===== src/verilog/legalizer_cfg_pkg.sv =====
// fixed 32-bit AXI4 geometry with 24-bit addresses and lengths; change only as a set
`default_nettype none

package legalizer_cfg_pkg;

    // ----------------------------------------------------------------------
    // bus geometry
    // ----------------------------------------------------------------------
    // data bus width in bits
    localparam int unsigned DataWidth   = 32;
    // bytes per beat
    localparam int unsigned StrbWidth   = DataWidth / 8;
    // byte offset bits inside one beat
    localparam int unsigned OffsetWidth = $clog2(StrbWidth);
    // byte address and transfer length widths
    localparam int unsigned AddrWidth   = 24;
    localparam int unsigned LenWidth    = 24;
    // AXI4 incremental burst limit in beats
    localparam int unsigned MaxBeats    = 256;
    // a page never spans more than the 4 KiB rule allows
    localparam int unsigned PageSize    = (MaxBeats * StrbWidth > 4096) ?
                                          4096 : MaxBeats * StrbWidth;
    // bits of a byte offset within a page
    localparam int unsigned PageAddrWidth = $clog2(PageSize);

    // ----------------------------------------------------------------------
    // scalar types
    // ----------------------------------------------------------------------
    typedef logic [AddrWidth-1:0]   addr_t;
    typedef logic [LenWidth-1:0]    len_t;
    typedef logic [OffsetWidth-1:0] offset_t;
    // one bit wider than a page offset so a full page fits
    typedef logic [PageAddrWidth:0] page_len_t;
    // log2 of the reduced page length in beats
    typedef logic [2:0]             llen_t;

endpackage : legalizer_cfg_pkg

`default_nettype wire


===== src/verilog/burst_pkg.sv =====
// field order of every struct is part of the interface; only incremental bursts are described
`default_nettype none

package burst_pkg;

    // ----------------------------------------------------------------------
    // incoming transfer
    // ----------------------------------------------------------------------
    // per transfer options
    typedef struct packed {
        // read and write split at their own boundaries
        logic                    decouple_rw;
        // shrink the virtual page of either side
        logic                    src_reduce_len;
        logic                    dst_reduce_len;
        legalizer_cfg_pkg::llen_t src_max_llen;
        legalizer_cfg_pkg::llen_t dst_max_llen;
    } xfer_opt_t;

    // one linear transfer
    typedef struct packed {
        legalizer_cfg_pkg::len_t  length;
        legalizer_cfg_pkg::addr_t src_addr;
        legalizer_cfg_pkg::addr_t dst_addr;
        xfer_opt_t                opt;
    } xfer_req_t;

    // mutable state of one side
    typedef struct packed {
        legalizer_cfg_pkg::addr_t addr;
        legalizer_cfg_pkg::len_t  length;
        logic                     valid;
    } cursor_t;

    // ----------------------------------------------------------------------
    // emitted bursts
    // ----------------------------------------------------------------------
    // address channel fields, addr is beat aligned
    typedef struct packed {
        legalizer_cfg_pkg::addr_t addr;
        logic [7:0]               len;
        logic [2:0]               size;
    } ax_req_t;

    // read data path hints
    typedef struct packed {
        legalizer_cfg_pkg::offset_t offset;
        legalizer_cfg_pkg::offset_t tailer;
    } r_dp_req_t;

    // write data path hints
    typedef struct packed {
        legalizer_cfg_pkg::offset_t offset;
        legalizer_cfg_pkg::offset_t tailer;
        logic [7:0]                 num_beats;
        logic                       is_single;
    } w_dp_req_t;

    typedef struct packed {
        ax_req_t   ax;
        r_dp_req_t r_dp;
    } r_req_t;

    // last flags the final write burst of a transfer
    typedef struct packed {
        ax_req_t   ax;
        w_dp_req_t w_dp;
        logic      last;
    } w_req_t;

endpackage : burst_pkg

`default_nettype wire


===== src/verilog/side_cursor.sv =====
// one side only; load wins over kill and kill over enable, bytes_possible_i must not exceed bytes_to_pb_o
`default_nettype none

module side_cursor (
    input  logic                         clk_i,
    input  logic                         arst_n_i,
    input  logic                         load_i,
    input  legalizer_cfg_pkg::addr_t     load_addr_i,
    input  legalizer_cfg_pkg::len_t      load_len_i,
    input  logic                         ena_i,
    input  logic                         kill_i,
    input  logic                         reduce_i,
    input  legalizer_cfg_pkg::llen_t     max_llen_i,
    input  legalizer_cfg_pkg::page_len_t bytes_possible_i,
    output burst_pkg::cursor_t           cur_o,
    output legalizer_cfg_pkg::page_len_t bytes_to_pb_o,
    output legalizer_cfg_pkg::page_len_t num_bytes_o,
    output logic                         done_o
);
    import legalizer_cfg_pkg::*;

    burst_pkg::cursor_t           cur_q;
    logic [3:0]                   width_raw;
    logic [3:0]                   page_width;
    page_len_t                    page_size;
    logic [PageAddrWidth-1:0]     page_offset;

    // ----------------------------------------------------------------------
    // page boundary
    // ----------------------------------------------------------------------
    always_comb begin
        // reduced page is 2^max_llen beats, otherwise a full 256 beats
        width_raw  = 4'(OffsetWidth) + (reduce_i ? {1'b0, max_llen_i} : 4'd8);
        // never larger than the real page
        page_width = (width_raw > 4'(PageAddrWidth)) ? 4'(PageAddrWidth) : width_raw;
    end

    assign page_size = page_len_t'(1) << page_width;

    // address bits below the variable page width
    always_comb begin
        page_offset = '0;
        for (int i = 0; i < PageAddrWidth; i++) begin
            page_offset[i] = (page_width > 4'(i)) ? cur_q.addr[i] : 1'b0;
        end
    end

    // bytes left until the next boundary
    assign bytes_to_pb_o = page_size - page_offset;

    // ----------------------------------------------------------------------
    // burst size of this step
    // ----------------------------------------------------------------------
    // remaining bytes fit into what the coupler allows
    assign done_o      = (cur_q.length <= len_t'(bytes_possible_i));
    assign num_bytes_o = done_o ? cur_q.length[PageAddrWidth:0] : bytes_possible_i;

    // ----------------------------------------------------------------------
    // state
    // ----------------------------------------------------------------------
    always_ff @(posedge clk_i or negedge arst_n_i) begin
        if (!arst_n_i) begin
            cur_q <= '0;
        end else if (load_i) begin
            cur_q.addr   <= load_addr_i;
            cur_q.length <= load_len_i;
            cur_q.valid  <= 1'b1;
        end else if (kill_i) begin
            // drop whatever is left
            cur_q <= '0;
        end else if (ena_i) begin
            if (done_o) begin
                // final burst leaves, cursor goes idle with nothing left
                cur_q.length <= '0;
                cur_q.valid  <= 1'b0;
            end else begin
                cur_q.addr   <= cur_q.addr + addr_t'(bytes_possible_i);
                cur_q.length <= cur_q.length - len_t'(bytes_possible_i);
            end
        end
    end

    assign cur_o = cur_q;

endmodule : side_cursor

`default_nettype wire


===== src/verilog/burst_coupler.sv =====
// valid strobes follow ready combinationally, so a sink must not wait for valid before raising ready
`default_nettype none

module burst_coupler (
    input  logic                         clk_i,
    input  logic                         arst_n_i,
    input  logic                         valid_i,
    input  burst_pkg::xfer_opt_t         opt_i,
    input  legalizer_cfg_pkg::page_len_t r_to_pb_i,
    input  legalizer_cfg_pkg::page_len_t w_to_pb_i,
    input  logic                         r_done_i,
    input  logic                         w_done_i,
    input  logic                         r_valid_cur_i,
    input  logic                         w_valid_cur_i,
    input  logic                         r_ready_i,
    input  logic                         w_ready_i,
    input  logic                         flush_i,
    input  logic                         kill_i,
    output burst_pkg::xfer_opt_t         opt_o,
    output logic                         accept_o,
    output logic                         ready_o,
    output legalizer_cfg_pkg::page_len_t r_bytes_possible_o,
    output legalizer_cfg_pkg::page_len_t w_bytes_possible_o,
    output logic                         r_ena_o,
    output logic                         w_ena_o,
    output logic                         r_valid_o,
    output logic                         w_valid_o
);
    import legalizer_cfg_pkg::*;
    import burst_pkg::*;

    xfer_opt_t opt_q;
    page_len_t c_to_pb;
    logic      both_ready;

    // ----------------------------------------------------------------------
    // acceptance
    // ----------------------------------------------------------------------
    // both sides on their last burst and free to move
    assign ready_o  = r_done_i & w_done_i & r_ready_i & w_ready_i & ~flush_i;
    assign accept_o = ready_o & valid_i;

    // options live as long as the transfer
    always_ff @(posedge clk_i or negedge arst_n_i) begin
        if (!arst_n_i) begin
            opt_q <= '0;
        end else if (accept_o) begin
            opt_q <= opt_i;
        end
    end

    assign opt_o = opt_q;

    // ----------------------------------------------------------------------
    // burst size per side
    // ----------------------------------------------------------------------
    // nearer boundary of the two sides
    assign c_to_pb = (r_to_pb_i > w_to_pb_i) ? w_to_pb_i : r_to_pb_i;

    assign r_bytes_possible_o = opt_q.decouple_rw ? r_to_pb_i : c_to_pb;
    assign w_bytes_possible_o = opt_q.decouple_rw ? w_to_pb_i : c_to_pb;

    // ----------------------------------------------------------------------
    // flow control
    // ----------------------------------------------------------------------
    assign both_ready = r_ready_i & w_ready_i;

    always_comb begin
        if (opt_q.decouple_rw) begin
            // each side paced by its own sink
            r_ena_o   = (r_ready_i & ~flush_i) | kill_i;
            w_ena_o   = (w_ready_i & ~flush_i) | kill_i;
            r_valid_o = r_valid_cur_i & r_ready_i & ~flush_i;
            w_valid_o = w_valid_cur_i & w_ready_i & ~flush_i;
        end else begin
            // lock step, one stalled sink stalls both
            r_ena_o   = (both_ready & ~flush_i) | kill_i;
            w_ena_o   = (both_ready & ~flush_i) | kill_i;
            r_valid_o = r_valid_cur_i & both_ready & ~flush_i;
            w_valid_o = w_valid_cur_i & both_ready & ~flush_i;
        end
    end

endmodule : burst_coupler

`default_nettype wire


===== src/verilog/burst_formatter.sv =====
// purely combinational; fields are only meaningful while the matching valid strobe is high
`default_nettype none

module burst_formatter (
    input  burst_pkg::cursor_t           r_cur_i,
    input  burst_pkg::cursor_t           w_cur_i,
    input  legalizer_cfg_pkg::page_len_t r_num_bytes_i,
    input  legalizer_cfg_pkg::page_len_t w_num_bytes_i,
    input  logic                         w_done_i,
    output burst_pkg::r_req_t            r_req_o,
    output burst_pkg::w_req_t            w_req_o
);
    import legalizer_cfg_pkg::*;
    import burst_pkg::*;

    offset_t r_offset;
    offset_t w_offset;
    ax_req_t r_ax;
    ax_req_t w_ax;

    // ----------------------------------------------------------------------
    // address channel
    // ----------------------------------------------------------------------
    // beat aligned address, beats minus one, full bus size
    function automatic ax_req_t make_ax(input addr_t addr, input page_len_t num_bytes);
        page_len_t span;
        ax_req_t   ax;
        // bytes touched counting the leading offset
        span    = num_bytes + page_len_t'(addr[OffsetWidth-1:0]) - page_len_t'(1);
        ax.addr = {addr[AddrWidth-1:OffsetWidth], {OffsetWidth{1'b0}}};
        ax.len  = 8'(span >> OffsetWidth);
        ax.size = 3'(OffsetWidth);
        return ax;
    endfunction

    assign r_ax = make_ax(r_cur_i.addr, r_num_bytes_i);
    assign w_ax = make_ax(w_cur_i.addr, w_num_bytes_i);

    // ----------------------------------------------------------------------
    // data path hints
    // ----------------------------------------------------------------------
    assign r_offset = r_cur_i.addr[OffsetWidth-1:0];
    assign w_offset = w_cur_i.addr[OffsetWidth-1:0];

    // tailer is where the last byte ends inside its beat
    assign r_req_o.ax          = r_ax;
    assign r_req_o.r_dp.offset = r_offset;
    assign r_req_o.r_dp.tailer = OffsetWidth'(r_num_bytes_i + page_len_t'(r_offset));

    assign w_req_o.ax             = w_ax;
    assign w_req_o.w_dp.offset    = w_offset;
    assign w_req_o.w_dp.tailer    = OffsetWidth'(w_num_bytes_i + page_len_t'(w_offset));
    assign w_req_o.w_dp.num_beats = w_ax.len;
    assign w_req_o.w_dp.is_single = (w_ax.len == 8'd0);

    // write side finishing marks the end of the transfer
    assign w_req_o.last = w_done_i;

endmodule : burst_formatter

`default_nettype wire


===== src/verilog/legalizer_top.sv =====
// one transfer in flight; r/w valid are high only while the matching ready is high
`default_nettype none

module legalizer_top (
    input  logic                 clk_i,
    input  logic                 arst_n_i,
    input  burst_pkg::xfer_req_t req_i,
    input  logic                 valid_i,
    output logic                 ready_o,
    output burst_pkg::r_req_t    r_req_o,
    output logic                 r_valid_o,
    input  logic                 r_ready_i,
    output burst_pkg::w_req_t    w_req_o,
    output logic                 w_valid_o,
    input  logic                 w_ready_i,
    input  logic                 flush_i,
    input  logic                 kill_i,
    output logic                 r_busy_o,
    output logic                 w_busy_o
);
    import legalizer_cfg_pkg::*;
    import burst_pkg::*;

    cursor_t   r_cur,      w_cur;
    page_len_t r_to_pb,    w_to_pb;
    page_len_t r_possible, w_possible;
    page_len_t r_num,      w_num;
    logic      r_done,     w_done;
    logic      r_ena,      w_ena;
    logic      accept;
    xfer_opt_t opt;

    // ----------------------------------------------------------------------
    // cursors
    // ----------------------------------------------------------------------
    // read side follows the source address
    side_cursor u_r_cursor (
        .clk_i            (clk_i),
        .arst_n_i         (arst_n_i),
        .load_i           (accept),
        .load_addr_i      (req_i.src_addr),
        .load_len_i       (req_i.length),
        .ena_i            (r_ena),
        .kill_i           (kill_i),
        .reduce_i         (opt.src_reduce_len),
        .max_llen_i       (opt.src_max_llen),
        .bytes_possible_i (r_possible),
        .cur_o            (r_cur),
        .bytes_to_pb_o    (r_to_pb),
        .num_bytes_o      (r_num),
        .done_o           (r_done)
    );

    // write side follows the destination address
    side_cursor u_w_cursor (
        .clk_i            (clk_i),
        .arst_n_i         (arst_n_i),
        .load_i           (accept),
        .load_addr_i      (req_i.dst_addr),
        .load_len_i       (req_i.length),
        .ena_i            (w_ena),
        .kill_i           (kill_i),
        .reduce_i         (opt.dst_reduce_len),
        .max_llen_i       (opt.dst_max_llen),
        .bytes_possible_i (w_possible),
        .cur_o            (w_cur),
        .bytes_to_pb_o    (w_to_pb),
        .num_bytes_o      (w_num),
        .done_o           (w_done)
    );

    // ----------------------------------------------------------------------
    // coupling and formatting
    // ----------------------------------------------------------------------
    burst_coupler u_coupler (
        .clk_i              (clk_i),
        .arst_n_i           (arst_n_i),
        .valid_i            (valid_i),
        .opt_i              (req_i.opt),
        .r_to_pb_i          (r_to_pb),
        .w_to_pb_i          (w_to_pb),
        .r_done_i           (r_done),
        .w_done_i           (w_done),
        .r_valid_cur_i      (r_cur.valid),
        .w_valid_cur_i      (w_cur.valid),
        .r_ready_i          (r_ready_i),
        .w_ready_i          (w_ready_i),
        .flush_i            (flush_i),
        .kill_i             (kill_i),
        .opt_o              (opt),
        .accept_o           (accept),
        .ready_o            (ready_o),
        .r_bytes_possible_o (r_possible),
        .w_bytes_possible_o (w_possible),
        .r_ena_o            (r_ena),
        .w_ena_o            (w_ena),
        .r_valid_o          (r_valid_o),
        .w_valid_o          (w_valid_o)
    );

    burst_formatter u_formatter (
        .r_cur_i       (r_cur),
        .w_cur_i       (w_cur),
        .r_num_bytes_i (r_num),
        .w_num_bytes_i (w_num),
        .w_done_i      (w_done),
        .r_req_o       (r_req_o),
        .w_req_o       (w_req_o)
    );

    // a side is busy while its cursor holds work
    assign r_busy_o = r_cur.valid;
    assign w_busy_o = w_cur.valid;

endmodule : legalizer_top

`default_nettype wire


===== config.mk =====
export PLATFORM = sky130hd
export DESIGN_NAME = legalizer_top
export DESIGN_NICKNAME = d
export VERILOG_FILES = /design/src/verilog/legalizer_cfg_pkg.sv /design/src/verilog/burst_pkg.sv /design/src/verilog/side_cursor.sv /design/src/verilog/burst_coupler.sv /design/src/verilog/burst_formatter.sv /design/src/verilog/legalizer_top.sv
export SDC_FILE = /design/constraint.sdc
export NUM_CORES = 1
export LEC_CHECK = 0
export BUFFER_PORTS_ARGS = -buffer_cell sky130_fd_sc_hd__buf_2
export CAP_MARGIN = 40
export CORE_MARGIN = 8
export CORE_UTILIZATION = 64
export CTS_CLUSTER_DIAMETER = 120
export DETAILED_ROUTE_END_ITERATION = 8
export GPL_TIMING_DRIVEN = 0
export PLACE_DENSITY = 0.89
export SKIP_CTS_REPAIR_TIMING = 1
export SYNTH_ARGS = -nofsm -noshare
export SYNTH_HDL_FRONTEND = slang
export SYNTH_HIERARCHICAL = 1
export SYNTH_SLANG_ARGS = --single-unit

===== constraint.sdc =====
create_clock -name clk_i -period 20.1 [get_ports clk_i]
set_clock_uncertainty 0.05 [all_clocks]
set_input_delay 3.015 -clock clk_i [delete_from_list [all_inputs] [get_ports clk_i]]
set_output_delay 3.015 -clock clk_i [all_outputs]
set_load 0.01 [all_outputs]

* After elaboration in Yosys (flattened, before gate mapping) *
Cells that the tools add are included.
W data, S select, Z words.

operators by class
  add/sub/neg operators = 12
  $lt $le $gt $ge = 25
  equality and inequality tests = 2
  shifts and indexed selects = 2
  multiplexer cells = 45
  bitwise gates (word level) = 21
  reduce and logical (&&, ||, !) cells = 9

operators by type and width
  cell                     count
  $mux W49                 6
  $mux W24                 4
  $add A24 B11 Y24         2
  $le A24 B11 Y1           2
  $sub A24 B11 Y24         2
  $mux W11                 3
  $gt A4 B3 Y1 const B     8
  $mux W1                  26
  $gt A4 B4 Y1 const B     6
  $shl A1 B4 Y11 const A   2
  $sub A11 B10 Y11         2
  $add A10 B2 Y10          2
  $mux W10                 2
  $sub A10 B1 Y10 const B  2
  $and A1 B1 Y1            17
  $gt A4 B1 Y1 const B     4
  $gt A4 B2 Y1 const B     4
  $mux W4                  4
  $reduce_bool A3 Y1       4
  $gt A11 B11 Y1           1
  $add A2 B4 Y4 const A    2
  $logic_not A8 Y1         1
  $reduce_and A2 Y1        4
  $ne A3 B3 Y1 const B     2
  2 further kinds          4

storage, ports and cells
  bits in registers = 107
  input bits = 88
  output and inout bits = 93
  logic and storage cells = 127

* Longest topological paths before layout *
  depth in word-level cells = 18
  depth in mapped cells = 46
  gate-level depth less buffers = 40

* Modules after synthesis *
Netlist, hierarchy kept.

modules (own cells, without submodules)
  module                     times used  cells each  area each (sq um)  sequential area each (sq um)
  side_cursor at u_r_cursor  1           570         4,616.9            1,226.2
  side_cursor at u_w_cursor  1           583         4,576.9            1,226.2
  burst_formatter            1           193         1,407.6            0.0
  burst_coupler              1           99          970.9              225.2

* Least setup slack after synthesis *
OpenSTA, ideal clock, no wires.

  path type = register to output
  start = reg u_coupler.opt_q, in the netlist u_coupler/opt_o[1]
  end = out w_req_o[22] (netlist name)
  arrival time = 8,909 ps
  data required time = 17,035 ps
  slack = 8,126 ps
  stages on the path, launching flop included = 42
  path buffers = 4
  cells stage by stage = dfrtp_1 > clkbuf_1 > and2_1 > ha_1 > nand2b_1 > or3_1 > and2_1 > ha_1 > inv_1 > fa_1 > a21o_1 > a21oi_1 > o21bai_1 > a2111oi_0 > o31ai_1 > a21oi_1 > xnor2_1 > inv_1 > [6 not listed] > inv_1 > fa_1 > a211oi_1 > o211ai_1 > a22oi_2 > a21oi_1 > inv_1 > buf_2 > nand2_1 > o21ai_0 > fa_1 > or2_2 > clkbuf_1 > a311oi_4 > a311oi_1 > a21oi_2 > xnor2_1 > buf_4

RTL lines
  item                      RTL line             RTL
  start: declaration        burst_coupler.sv:32  xfer_opt_t opt_q;
  start signal: assignment  burst_coupler.sv:48  opt_q <= opt_i;
  end: declaration          legalizer_top.sv:13  output burst_pkg::w_req_t w_req_o,

==> results.md <==
* Count of antenna diodes in the layout at 0
* First-pass GRT wire length at roughly 57,000 um
* Worst setup slack after placement at approximately 6.7 ns
* Library cell used as clock root buffer: sky130_fd_sc_hd__clkbuf_16
* Setup repair after global routing missed its margin: no
* Clock edge transition at the registers on the reported setup and hold paths at approximately 0.080 ns
* Summed area of non-filler cells in the final layout at between 10,000 and 15,000 sq um
* Dominant cell type by count on the critical path: sky130_fd_sc_hd__ha_1
* Post-route antenna net violation count at 0
* Time the worst path needs with I/O delays and setup at 14.16 ns
* Die Height at around 150 um
* Number of placed I/O pins at roughly 180
* Endpoint class of the critical path: primary output
* Number of global-route vias before repair at approximately 11,000
* Class of the worst hold path: flip-flop to flip-flop
* Die outline width at 150 um
* Signal arrival time at the worst endpoint at 11.10 ns
* Routed wire length at ~36,000 um
* Worst relative slew slack at a little under half
* Port bufs at 170
* Buf+Inv Stages, Crit Path at 9
* Critical Setup Path Class: flip-flop to primary output
* Share of layout cells above drive strength 1 at ~22%
* Largest stage delay on the critical path at 0.74 ns
* Worst EP required at ~17 ns
* # nets final at about 1,800
* Synthesized area at roughly 12,000 sq um
* Area of the core region at ~18,000 sq um
* Starting DRC count in detailed routing at 1,007
* Setup TNS Final at 0 ns
* Highest achievable clock rate at just over 70 MHz
* Average instance area after synthesis at approximately 8 sq um
* Area Growth Syn to Fin at 13.4%
* Met1 layer wirelength in the final routing at around 14,000 um
* Category of cells accounting for the largest share of critical-path delay: compound AO/OA/AOI/OAI gates
* Max Slew Vio Count at 0
* Count of vias placed by the detailed router at between 10,000 and 15,000
* Total congestion overflow after global routing at 0
* Total setup violations reported at the end of the flow at 0
* Synth Warn # at 6
* Residual DRC at 0
* Run status: finished, final reports clean
* Total met2 wirelength after detailed routing at approximately 17,000 um
* Number of levels the H-tree was split into at 3
* Initial core utilization at ~65%
* Number of antenna violations at the first check in global routing at 0
* Floorplan die area at 22,600 sq um
* Period utilization at between 70% and 80%
* DPL Wire Length at between 20,000 and 30,000 um
* Highest metal layer used by the detailed router: met4
* CTS tree: built
* Clock sink count at ~110
* Met3 WL post-DR at between 3000 and 4000 um
* Largest net degree at the start of global routing at 57
* CP Max Fanout at 10
* Routability congestion estimate at approximately 0.95
* Startpoint class of the critical path: flip-flop
* Worst-Skew Late Latency at 0.37 ns
* Critical Path Slowest Stage Cell: sky130_fd_sc_hd__a2111oi_0
* FP Rows at 49
* Final hold vios at 0
* Average detailed-routed wire length per instance at roughly 19 um
* Number of buffers on the longest clock path at 2
* Via count normalized by instance count at approximately 6.4
* Post-synthesis instance total at around 1,400
* Worst Tran Pin Value at 0.777 ns
* First-pass iteration count of the detailed router at 5
* Placed standard-cell area at 12,800 sq um
* GR Util All Layers at between 30% and 40%
* Final worst-path setup slack at 5.94 ns
* # fillers at around 1,400
* Max-cap violations at 0
* Number of CTS-inserted buffers at 9
==> metrics by stage <==
step / cells / hold WS, ns / utilization, %
3_5_place_dp: 1849 / 0.434 / 71.5
2_1_floorplan: 1449 / 0.409 / -
3_3_place_gp: 1848 / 0.427 / 71.3
6_report: 1865 / 0.458 / 73.4
4_1_cts: 1865 / 0.450 / 73.4
5_1_grt: 1865 / 0.472 / 73.4
==> worst paths after layout <==
path,from,to,slack [ns],cells after the start
max,u_coupler/opt_o[1],r_req_o[14],5.94,43
min in group asynchronous,arst_n_i,u_coupler/opt_o[4],2.64,1
max in group asynchronous,arst_n_i,u_r_cursor/cur_o[5],16.61,2
max reg2reg,u_coupler/opt_o[1],u_w_cursor/cur_o[23],8.52,43
min reg2reg,u_r_cursor/cur_o[24],u_r_cursor/cur_o[24],0.46,1
min,u_r_cursor/cur_o[24],u_r_cursor/cur_o[24],0.46,1
==> sequential cells by signal, indices dropped and copies added (netlist names) <==
register / count
u_coupler/opt_o: 9
u_r_cursor/cur_o: 49
u_w_cursor/cur_o: 49
==> layout make-up <==
cell class	count	area, sq um	area share (%)
tap	229	287	2.19
multi-input combinational	1149	7840	59.8
buffer	125	815	6.22
inverter	68	258	1.97
timing repair buffer	171	881	6.72
clock buffer	10	229	1.75
sequential	107	2680	20.4
clock inverter	6	119	0.907
==> cells in the final DEF, fill, tap and decap left out, types with 7 or more instances in the layout <==
cell type	n
sky130_fd_sc_hd__a221oi_1	13
sky130_fd_sc_hd__a221o_1	9
sky130_fd_sc_hd__nand4_1	17
sky130_fd_sc_hd__mux2_2	30
sky130_fd_sc_hd__xor2_1	35
sky130_fd_sc_hd__nand2b_1	17
sky130_fd_sc_hd__nor2_1	128
sky130_fd_sc_hd__a32oi_1	7
sky130_fd_sc_hd__xnor2_1	53
sky130_fd_sc_hd__ha_1	81
sky130_fd_sc_hd__nor3b_1	7
sky130_fd_sc_hd__o21ai_0	121
sky130_fd_sc_hd__conb_1	10
sky130_fd_sc_hd__inv_1	67
sky130_fd_sc_hd__dfrtp_1	107
sky130_fd_sc_hd__a31oi_1	8
sky130_fd_sc_hd__or2_2	11
sky130_fd_sc_hd__a21oi_1	99
sky130_fd_sc_hd__nor3_1	37
sky130_fd_sc_hd__buf_4	72
sky130_fd_sc_hd__clkbuf_16	9
sky130_fd_sc_hd__and2_1	12
sky130_fd_sc_hd__o211ai_1	9
sky130_fd_sc_hd__nand2_1	147
sky130_fd_sc_hd__and3_1	12
sky130_fd_sc_hd__buf_2	180
sky130_fd_sc_hd__fa_1	8
sky130_fd_sc_hd__nand3_1	44
sky130_fd_sc_hd__clkbuf_1	34
sky130_fd_sc_hd__o31ai_1	13
sky130_fd_sc_hd__or3_1	9
sky130_fd_sc_hd__nor2b_1	12
sky130_fd_sc_hd__o21bai_1	7
sky130_fd_sc_hd__a21o_1	21
sky130_fd_sc_hd__a211oi_1	14
sky130_fd_sc_hd__a22o_1	11
sky130_fd_sc_hd__buf_6	7
==> per-layer routing <==
metal | GRT usage, % | up-vias
met1 | 39.6 | 5600
met3 | 5.62 | 98
met5 | 0 | -
met2 | 50.3 | 633
li1 | - | 5552
met4 | 12.9 | 0
Power is left out: the tool's default activity adds up to more than one toggle a clock period on the data nets, which glitch-free logic cannot reach.
